===== src/logic/ro_cfg.svh =====
`ifndef RO_CFG_SVH
`define RO_CFG_SVH

// tasks in flight, one thread each
`define RO_N_THREADS 8

// 32 outstanding line reads
`define RO_TAG_BITS 5

// 8-byte edges per 64-byte line
`define RO_LINE_EDGES 8

// goes in the arid bits above the tag
`define RO_STAGE_ID 2

`define RO_CFG_ADDR_BITS 8
`define RO_CFG_NEIGHBOR_BASE 8'h10

`endif


===== src/logic/ro_task_pkg.sv =====
package ro_task_pkg;

   typedef struct packed {
      logic [31:0] ts;
      logic [31:0] locale;
   } task_t;

   // parent task with its edge-offset range
   typedef struct packed {
      task_t       task_desc;
      logic [31:0] eo_begin;
      logic [31:0] eo_end;
   } ro_in_t;

   // one neighbor-array entry as stored in memory
   typedef struct packed {
      logic [31:0] weight;
      logic [31:0] neighbor;
   } edge_t;

endpackage


===== src/logic/ro_mem_pkg.sv =====
`include "ro_cfg.svh"

package ro_mem_pkg;

   typedef logic [$clog2(`RO_N_THREADS)-1:0] thread_t;
   typedef logic [`RO_TAG_BITS-1:0]          tag_t;
   typedef logic [`RO_LINE_EDGES-1:0]        edge_mask_t;
   typedef logic [`RO_LINE_EDGES*64-1:0]     line_t;

   typedef struct packed {
      logic [7-`RO_TAG_BITS:0] stage;
      tag_t                    tag;
   } id_t;

   // what is known about a line read while it is outstanding
   typedef struct packed {
      thread_t    thread;
      edge_mask_t mask;
   } mshr_t;

endpackage


===== src/logic/free_list.sv =====
`timescale 1ns/1ps

module free_list #(
   parameter type ELEM_T = logic [3:0],
   parameter int  DEPTH  = 16
) (
   input  logic  clk,
   input  logic  rstn,
   input  logic  push,
   input  ELEM_T push_id,
   input  logic  pop,
   output ELEM_T head,
   output logic  empty,
   output logic  full
);

   localparam int PTR_W = (DEPTH > 1) ? $clog2(DEPTH) : 1;
   localparam int CNT_W = $clog2(DEPTH + 1);

   ELEM_T            slots [DEPTH];
   logic [PTR_W-1:0] rd_ptr;
   logic [PTR_W-1:0] wr_ptr;
   logic [CNT_W-1:0] count;

   function automatic logic [PTR_W-1:0] ptr_next(input logic [PTR_W-1:0] p);
      return (p == PTR_W'(DEPTH - 1)) ? '0 : p + 1'b1;
   endfunction

   assign head  = slots[rd_ptr];
   assign empty = (count == '0);
   assign full  = (count == CNT_W'(DEPTH));

   always_ff @(posedge clk) begin
      if (!rstn) begin
         rd_ptr <= '0;
         wr_ptr <= '0;
         count  <= CNT_W'(DEPTH);   // every id starts out free
         for (int i = 0; i < DEPTH; i++) begin
            slots[i] <= ELEM_T'(i);
         end
      end else begin
         if (push) begin
            slots[wr_ptr] <= push_id;
            wr_ptr        <= ptr_next(wr_ptr);
         end
         if (pop) begin
            rd_ptr <= ptr_next(rd_ptr);
         end
         if (push && !pop) begin
            count <= count + 1'b1;
         end else if (pop && !push) begin
            count <= count - 1'b1;
         end
      end
   end

endmodule


===== src/logic/ro_issue.sv =====
`timescale 1ns/1ps
`include "ro_cfg.svh"

module ro_issue (
   input  logic                         clk,
   input  logic                         rstn,
   input  logic                         in_valid,
   output logic                         in_ready,
   input  ro_task_pkg::ro_in_t          in_task,
   output logic                         arvalid,
   input  logic                         arready,
   output logic [31:0]                  araddr,
   output ro_mem_pkg::id_t              arid,
   output logic [7:0]                   arlen,
   input  logic                         cfg_wvalid,
   input  logic [`RO_CFG_ADDR_BITS-1:0] cfg_waddr,
   input  logic [31:0]                  cfg_wdata,
   input  ro_mem_pkg::tag_t             tag_head,
   input  logic                         tag_empty,
   output logic                         tag_pop,
   input  ro_mem_pkg::thread_t          thr_head,
   input  logic                         thr_empty,
   output logic                         thr_pop,
   output logic                         alloc_valid,
   output ro_mem_pkg::thread_t          alloc_thread,
   output logic [31:0]                  alloc_count,
   input  ro_mem_pkg::thread_t          ctx_thread,
   output logic [31:0]                  ctx_ts,
   input  ro_mem_pkg::tag_t             mshr_tag,
   output ro_mem_pkg::mshr_t            mshr
);
   import ro_mem_pkg::*;

   localparam int LINE_BYTES = `RO_LINE_EDGES * 8;
   localparam int LINE_SHIFT = $clog2(LINE_BYTES);

   logic [31:0] base_addr;
   logic        busy;        // burst in progress
   logic [31:0] cur_addr;
   logic [31:0] cur_left;    // edges not yet requested
   thread_t     cur_thread;
   logic [31:0] in_count;
   logic        in_empty;
   logic        accept;
   logic        ar_fire;
   logic [31:0] first_edge;
   logic [31:0] line_end;
   logic        last_line;
   logic [31:0] line_edges;
   edge_mask_t  line_mask;
   logic [31:0] ctx_mem  [`RO_N_THREADS];
   mshr_t       mshr_mem [1 << `RO_TAG_BITS];

   assign in_count = in_task.eo_end - in_task.eo_begin;
   assign in_empty = (in_count == '0);
   assign in_ready = in_empty | (!busy & !thr_empty);
   assign accept   = in_valid & in_ready & !in_empty;   // empty ranges just drop

   assign thr_pop      = accept;
   assign alloc_valid  = accept;
   assign alloc_thread = thr_head;
   assign alloc_count  = in_count;

   // current line, edge index range inside it
   assign first_edge = 32'(cur_addr[LINE_SHIFT-1:3]);
   assign line_end   = first_edge + cur_left;
   assign last_line  = (line_end <= 32'(`RO_LINE_EDGES));
   assign line_edges = last_line ? cur_left : 32'(`RO_LINE_EDGES) - first_edge;

   always_comb begin
      for (int i = 0; i < `RO_LINE_EDGES; i++) begin
         line_mask[i] = (32'(i) >= first_edge) && (32'(i) < line_end);
      end
   end

   assign arvalid   = busy & !tag_empty;
   assign araddr    = {cur_addr[31:LINE_SHIFT], {LINE_SHIFT{1'b0}}};
   assign arid      = '{stage: `RO_STAGE_ID, tag: tag_head};
   assign arlen     = 8'd0;
   assign ar_fire   = arvalid & arready;
   assign tag_pop   = ar_fire;

   assign ctx_ts = ctx_mem[ctx_thread];
   assign mshr   = mshr_mem[mshr_tag];

   always_ff @(posedge clk) begin
      if (!rstn) begin
         base_addr <= '0;
      end else if (cfg_wvalid && cfg_waddr == `RO_CFG_NEIGHBOR_BASE) begin
         base_addr <= cfg_wdata << 2;
      end
   end

   always_ff @(posedge clk) begin
      if (!rstn) begin
         busy <= 1'b0;
      end else if (accept) begin
         busy <= 1'b1;
      end else if (ar_fire && last_line) begin
         busy <= 1'b0;
      end
   end

   always_ff @(posedge clk) begin
      if (accept) begin
         cur_addr          <= base_addr + (in_task.eo_begin << 3);
         cur_left          <= in_count;
         cur_thread        <= thr_head;
         ctx_mem[thr_head] <= in_task.task_desc.ts;
      end else if (ar_fire) begin
         cur_addr <= araddr + 32'(LINE_BYTES);   // next line, aligned
         cur_left <= cur_left - line_edges;
      end
   end

   always_ff @(posedge clk) begin
      if (ar_fire) begin
         mshr_mem[tag_head] <= '{thread: cur_thread, mask: line_mask};
      end
   end

endmodule


===== src/logic/ro_fill.sv =====
`timescale 1ns/1ps
`include "ro_cfg.svh"

module ro_fill (
   input  logic                clk,
   input  logic                rstn,
   input  logic                rvalid,
   output logic                rready,
   input  ro_mem_pkg::id_t     rid,
   input  ro_mem_pkg::line_t   rdata,
   output ro_mem_pkg::tag_t    mshr_tag,
   input  ro_mem_pkg::mshr_t   mshr,
   input  logic                alloc_valid,
   input  ro_mem_pkg::thread_t alloc_thread,
   input  logic [31:0]         alloc_count,
   output logic                edge_valid,
   input  logic                edge_ready,
   output ro_task_pkg::edge_t  edge_data,
   output ro_mem_pkg::thread_t edge_thread,
   output logic                edge_last,
   output logic                tag_push,
   output ro_mem_pkg::tag_t    tag_push_id,
   output logic                thr_push,
   output ro_mem_pkg::thread_t thr_push_id
);
   import ro_mem_pkg::*;

   localparam int IDX_W = $clog2(`RO_LINE_EDGES);

   logic             line_valid;
   line_t            line_data;
   tag_t             line_tag;
   thread_t          line_thread;
   edge_mask_t       line_mask;
   edge_mask_t       next_mask;
   logic [IDX_W-1:0] idx;
   logic             fire;
   logic [31:0]      remaining [`RO_N_THREADS];   // edges still to emit per thread

   assign rready   = !line_valid;
   assign mshr_tag = rid.tag;

   // lowest pending edge in the held line
   always_comb begin
      idx = '0;
      for (int i = `RO_LINE_EDGES - 1; i >= 0; i--) begin
         if (line_mask[i]) begin
            idx = IDX_W'(i);
         end
      end
      next_mask      = line_mask;
      next_mask[idx] = 1'b0;
   end

   assign edge_valid  = line_valid;
   assign edge_data   = line_data[idx*64 +: 64];
   assign edge_thread = line_thread;
   assign edge_last   = (remaining[line_thread] == 32'd1);
   assign fire        = edge_valid & edge_ready;

   assign tag_push    = fire & (next_mask == '0);
   assign tag_push_id = line_tag;
   assign thr_push    = fire & edge_last;
   assign thr_push_id = line_thread;

   always_ff @(posedge clk) begin
      if (!rstn) begin
         line_valid <= 1'b0;
      end else if (rvalid & rready) begin
         line_valid <= 1'b1;
      end else if (tag_push) begin
         line_valid <= 1'b0;   // last edge of this line taken
      end
   end

   always_ff @(posedge clk) begin
      if (rvalid & rready) begin
         line_data   <= rdata;
         line_tag    <= rid.tag;
         line_thread <= mshr.thread;
         line_mask   <= mshr.mask;
      end else if (fire) begin
         line_mask <= next_mask;
      end
   end

   always_ff @(posedge clk) begin
      if (!rstn) begin
         for (int i = 0; i < `RO_N_THREADS; i++) begin
            remaining[i] <= '0;
         end
      end else begin
         for (int i = 0; i < `RO_N_THREADS; i++) begin
            if (alloc_valid && alloc_thread == thread_t'(i)) begin
               remaining[i] <= alloc_count;
            end else if (fire && line_thread == thread_t'(i)) begin
               remaining[i] <= remaining[i] - 32'd1;
            end
         end
      end
   end

endmodule


===== src/logic/ro_child_gen.sv =====
`timescale 1ns/1ps

module ro_child_gen (
   input  logic                clk,
   input  logic                rstn,
   input  logic                edge_valid,
   output logic                edge_ready,
   input  ro_task_pkg::edge_t  edge_data,
   input  ro_mem_pkg::thread_t edge_thread,
   input  logic                edge_last,
   output ro_mem_pkg::thread_t ctx_thread,
   input  logic [31:0]         ctx_ts,
   output logic                out_valid,
   input  logic                out_ready,
   output ro_task_pkg::task_t  out_task,
   output logic                out_last
);

   // parent ts looked up by the edge's thread
   assign ctx_thread = edge_thread;
   assign edge_ready = !out_valid | out_ready;

   always_ff @(posedge clk) begin
      if (!rstn) begin
         out_valid <= 1'b0;
      end else if (edge_valid & edge_ready) begin
         out_valid <= 1'b1;
      end else if (out_ready) begin
         out_valid <= 1'b0;
      end
   end

   always_ff @(posedge clk) begin
      if (edge_valid & edge_ready) begin
         out_task.ts     <= ctx_ts + edge_data.weight;
         out_task.locale <= edge_data.neighbor;
         out_last        <= edge_last;
      end
   end

endmodule


===== src/logic/ro_stage.sv =====
`timescale 1ns/1ps
`include "ro_cfg.svh"

module ro_stage (
   input  logic                         clk,
   input  logic                         rstn,
   input  logic                         in_valid,
   output logic                         in_ready,
   input  ro_task_pkg::ro_in_t          in_task,
   output logic                         arvalid,
   input  logic                         arready,
   output logic [31:0]                  araddr,
   output ro_mem_pkg::id_t              arid,
   output logic [7:0]                   arlen,
   input  logic                         rvalid,
   output logic                         rready,
   input  ro_mem_pkg::id_t              rid,
   input  ro_mem_pkg::line_t            rdata,
   output logic                         out_valid,
   input  logic                         out_ready,
   output ro_task_pkg::task_t           out_task,
   output logic                         out_last,
   input  logic                         cfg_wvalid,
   input  logic [`RO_CFG_ADDR_BITS-1:0] cfg_waddr,
   input  logic [31:0]                  cfg_wdata,
   output logic                         idle
);
   import ro_task_pkg::*;
   import ro_mem_pkg::*;

   tag_t        tag_head;
   logic        tag_empty;
   logic        tag_pop;
   logic        tag_push;
   tag_t        tag_push_id;
   thread_t     thr_head;
   logic        thr_empty;
   logic        thr_pop;
   logic        thr_push;
   thread_t     thr_push_id;
   logic        alloc_valid;
   thread_t     alloc_thread;
   logic [31:0] alloc_count;
   thread_t     ctx_thread;
   logic [31:0] ctx_ts;
   tag_t        mshr_tag;
   mshr_t       mshr;
   logic        edge_valid;
   logic        edge_ready;
   edge_t       edge_data;
   thread_t     edge_thread;
   logic        edge_last;

   ro_issue issue0 (
      .clk, .rstn, .in_valid, .in_ready, .in_task,
      .arvalid, .arready, .araddr, .arid, .arlen,
      .cfg_wvalid, .cfg_waddr, .cfg_wdata,
      .tag_head, .tag_empty, .tag_pop, .thr_head, .thr_empty, .thr_pop,
      .alloc_valid, .alloc_thread, .alloc_count,
      .ctx_thread, .ctx_ts, .mshr_tag, .mshr
   );

   ro_fill fill0 (
      .clk, .rstn, .rvalid, .rready, .rid, .rdata, .mshr_tag, .mshr,
      .alloc_valid, .alloc_thread, .alloc_count,
      .edge_valid, .edge_ready, .edge_data, .edge_thread, .edge_last,
      .tag_push, .tag_push_id, .thr_push, .thr_push_id
   );

   ro_child_gen child0 (
      .clk, .rstn, .edge_valid, .edge_ready, .edge_data, .edge_thread, .edge_last,
      .ctx_thread, .ctx_ts, .out_valid, .out_ready, .out_task, .out_last
   );

   free_list #(.ELEM_T(tag_t), .DEPTH(1 << `RO_TAG_BITS)) tag_list (
      .clk, .rstn, .push(tag_push), .push_id(tag_push_id), .pop(tag_pop),
      .head(tag_head), .empty(tag_empty), .full()
   );

   // all threads returned means nothing is in flight
   free_list #(.ELEM_T(thread_t), .DEPTH(`RO_N_THREADS)) thr_list (
      .clk, .rstn, .push(thr_push), .push_id(thr_push_id), .pop(thr_pop),
      .head(thr_head), .empty(thr_empty), .full(idle)
   );

endmodule


===== config.mk =====
export PLATFORM = sky130hd
export DESIGN_NAME = ro_stage
export DESIGN_NICKNAME = d
export VERILOG_FILES = /design/src/logic/ro_task_pkg.sv /design/src/logic/ro_mem_pkg.sv /design/src/logic/free_list.sv /design/src/logic/ro_issue.sv /design/src/logic/ro_fill.sv /design/src/logic/ro_child_gen.sv /design/src/logic/ro_stage.sv
export VERILOG_INCLUDE_DIRS = /design/src /design/src/logic
export SDC_FILE = /design/constraint.sdc
export NUM_CORES = 2
export LEC_CHECK = 0
export ABC_AREA = 0
export BUFFER_PORTS_ARGS = -buffer_cell sky130_fd_sc_hd__buf_4
export CAP_MARGIN = 20
export CORE_ASPECT_RATIO = 1.5
export CORE_MARGIN = 4
export CORE_UTILIZATION = 60
export CTS_CLUSTER_DIAMETER = 60
export DETAILED_ROUTE_END_ITERATION = 16
export PLACE_DENSITY = 0.87
export SLEW_MARGIN = 20
export SYNTH_ARGS = -nofsm -noshare
export SYNTH_HDL_FRONTEND = slang
export SYNTH_HIERARCHICAL = 1
export SYNTH_SLANG_ARGS = --single-unit

===== constraint.sdc =====
create_clock -name clk -period 22.8 [get_ports clk]
set_clock_uncertainty 0.1 [all_clocks]
set_input_delay 1.14 -clock clk [delete_from_list [all_inputs] [get_ports clk]]
set_output_delay 1.14 -clock clk [all_outputs]
set_load 0.01 [all_outputs]

==> metrics.md <==
| Metric | Value |
|---|---|
| Status | finished clean |
| Largest net degree at the start of global routing | 209 |
| Leak | 33.11 nW |
| Setup TNS | 0 ps |
| GRT Overall Usage | 38.90% |
| Post-Syn Area | around 82000 µm² |
| Critical Path Sink Type | flop |
| # rows | 165 |
| Pwr per Cell Area | between 90 and 100 nW/µm² |
| Hold path cells | 1 |
| Total gr overflow | 0 |
| Worst Setup Slack post-DPL | 14590 ps |
| Max VDD drop | 0.08352 mV |
| Via count | 58720 |
| CTS root buffer | clkbuf_16 |
| Worst path slowest cell | nor3_2 |
| RSZ-0062 raised after global routing | no |
| Final setup viols | 0 |
| Routability cong. | 0.9963 |
| Post-CTS Setup Bufs | 0 |
| H-tree levels | 4 |
| Startpoint Class | primary input |
| Clk sinks | about 1800 |
| Core Area | between 100000 and 150000 µm² |
| DRC | 0 |
| Post-DRT Antenna Nets | 0 |
| Num ports | 813 |
| Highest-count cells in the layout ignoring fill and taps | 1705 x edfxtp_1, 846 x buf_4, 521 x nand2_1, 339 x o21ai_0, 258 x nor2_1 |
| Met2 usage | 58.70% |
| Drt initial violations | about 9900 |
| Clock Path Buffers | 3 |
| Clock transition at the registers of the reported paths | 70 ps |
| Initial antenna violation count | 88 |
| Critical Path AT | 7860 ps |
| Post-CTS sizing | 0 |
| Max transition margin | 17.53% |
| Die Area | between 100000 and 150000 µm² |
| Final setup margin | about 15000 ps |
| Number of global-route vias before repair | 56730 |
| GR peak layer | met2 |
| Most common cell after layout, fill and taps aside | edfxtp_1 |
| Total routed wirelength | 285000 µm |
| Max-cap violations | 0 |
| Worst setup path class | primary input to flop |
| Port Buffers | 757 |
| CP bufs+invs | 3 |
| Initial core utilization | 60.60% |
| Required @ worst endpoint | ~23000 ps |
| Largest delay share family, worst path | simple AND/OR/NAND/NOR gates |
| Cts hold-fix bufs | 0 |
| Slew Limit Fails | 0 |
| First-pass GRT wire length | 394400 µm |
| CTS buffer count | between 150 and 200 |
| Hold Path Origin | rdata[30] |
| Hold Violations, Final | 0 |
| P&R area growth vs syn | 15.75% |
| Worst stage delay on the critical path | 640 ps |
| Worst reg2reg endpoint | issue0/cur_left[27] |
| Vias/cell | 6.863 |
| CTS tree | built |
| Final nets | 7417 |
| Fillcell total | 8639 |
| Grt met3 use | 14.41% |
| Type of the worst min-delay path | primary input to flop |
| R2R Setup Slk | 15950 ps |
| Placed wire-length estimate | between 150000 and 200000 µm |
| FMAX | 0.1340 GHz |
| Met1 Use GR | 46.43% |
| Avg Cell Area, Syn | 13.82 µm² |
| Die H | around 460 µm |
| Syn Inst Count | 5931 |
| Period minus WS final | 7460 ps |
| Ratio of cells with drive above 1 in the final layout | roughly 22% |
| Hold_ws | ~360 ps |
| Worst-Margin Slew | around 1200 ps |
| Crit Path Max Fanout | 33 |
| 1st-pass router iterations | 12 |
| Final Util | 70.15% |
| Clock Latency Late Sink | 830 ps |
| Synth Warn # | 6 |
| Worst R2R Start | issue0/cur_addr[4] |
| Chip width | roughly 310 µm |
| Hold EP | fill0/line_data[30] |
| Routed length per instance | 33.31 µm |
| Period utilization | 32.72% |
| CP Cell Sequence | buf_4 -> ha_1 -> a21o_1 -> or3_4 -> o2111a_1 -> nor3_2 -> xnor2_2 -> a2111oi_0 -> nand4_1 -> or4_1 -> or3_4 -> o21a_4 -> nor2b_1 -> nand3_1 -> nand3_1 -> buf_4 -> nand3_1 -> buf_4 |
| Worst Reg-to-Reg Cells | 23 |
==> worst max path at each step <==
| stage | cells after the start | endpoint | from | slack (ps) |
|---|---|---|---|---|
| after floorplan | 3 | fill0/edge_thread[0] | rvalid | 6050 |
| after global placement | 16 | fill0/remaining[3][26] | in_task[4] | 14410 |
| after detailed placement | 17 | fill0/remaining[0][2] | in_task[4] | 14590 |
| after CTS | 17 | fill0/remaining[0][23] | in_task[4] | 15420 |
| after global routing | 18 | fill0/remaining[5][10] | in_task[4] | 15250 |
| final | 18 | fill0/remaining[5][12] | in_task[4] | 15340 |
==> layer usage <==
| layer | vias up | wire length (µm) | share of wire (%) |
|---|---|---|---|
| met4 | 16 | 24460 | 8.6 |
| met2 | 4890 | 127800 | 45 |
| met3 | 1015 | 42780 | 15 |
| li1 | 24220 | - | - |
| met1 | 28570 | 89820 | 32 |
| met5 | - | 149 | 0.052 |
==> flip-flops by register name, summed over array words and instances (netlist names), 4 cells and up, named ones only <==
signal	flops
tag_list/rd_ptr	5
child0/out_task	64
fill0/line_data	512
thr_list/count	4
fill0/tag_push_id	5
issue0/cur_left	32
tag_list/slots	160
fill0/line_mask	8
fill0/remaining	256
issue0/base_addr	29
issue0/mshr_mem	352
tag_list/count	6
tag_list/wr_ptr	5
thr_list/slots	24
issue0/cur_addr	29
issue0/ctx_mem	256
==> metrics by stage <==
stage,cell area [µm²],instances,total power [mW]
floorplan,82000,5946,5.092
global placement,89130,8166,5.690
detailed placement,89170,8167,5.753
CTS,94460,8462,8.492
global route,94750,8512,8.799
finish,94850,8555,8.562
==> report_power, final <==
group	total [mW]	switching [mW]	internal (mW)	leakage, nW
Clock	2.78	1.27	1.51	2.55
Sequential	4.13	0.220	3.91	16.6
Combinational	1.65	1.05	0.608	14.0
==> worst reg2reg max path, stage by stage, from the launching register on <==
cell and delay, ps:
edfxtp_1 560, inv_1 170, fa_1 550, nor2b_1 480, o2111ai_1 390, nor2_1 480, xnor2_1 180, a41oi_1 150
a2111oi_0 440, buf_4 220, nand2_1 50, buf_4 290, nor2_1 150, a21o_1 140, inv_1 50, ha_1 260
nor2b_1 120, o21ai_0 150, nand2b_1 140, a21oi_1 700, a21boi_0 330, nand2_1 140, nand2_1 60, mux2_4 270
==> area by class of cell <==
class / instances / area, µm² / share of cell area (%)
diodes: 86 / 215.2 / 0.2269
flip-flops and latches: 1774 / 52580 / 55.43
multi-input cells: 3690 / 27670 / 29.18
repair buffers: 855 / 6509 / 6.862
clock buffers: 209 / 4355 / 4.592
clock inverters: 86 / 934.6 / 0.9854
inverters: 102 / 390.4 / 0.4116
well taps: 1753 / 2193 / 2.312
Note: power is estimated with default switching activity, not from simulation.
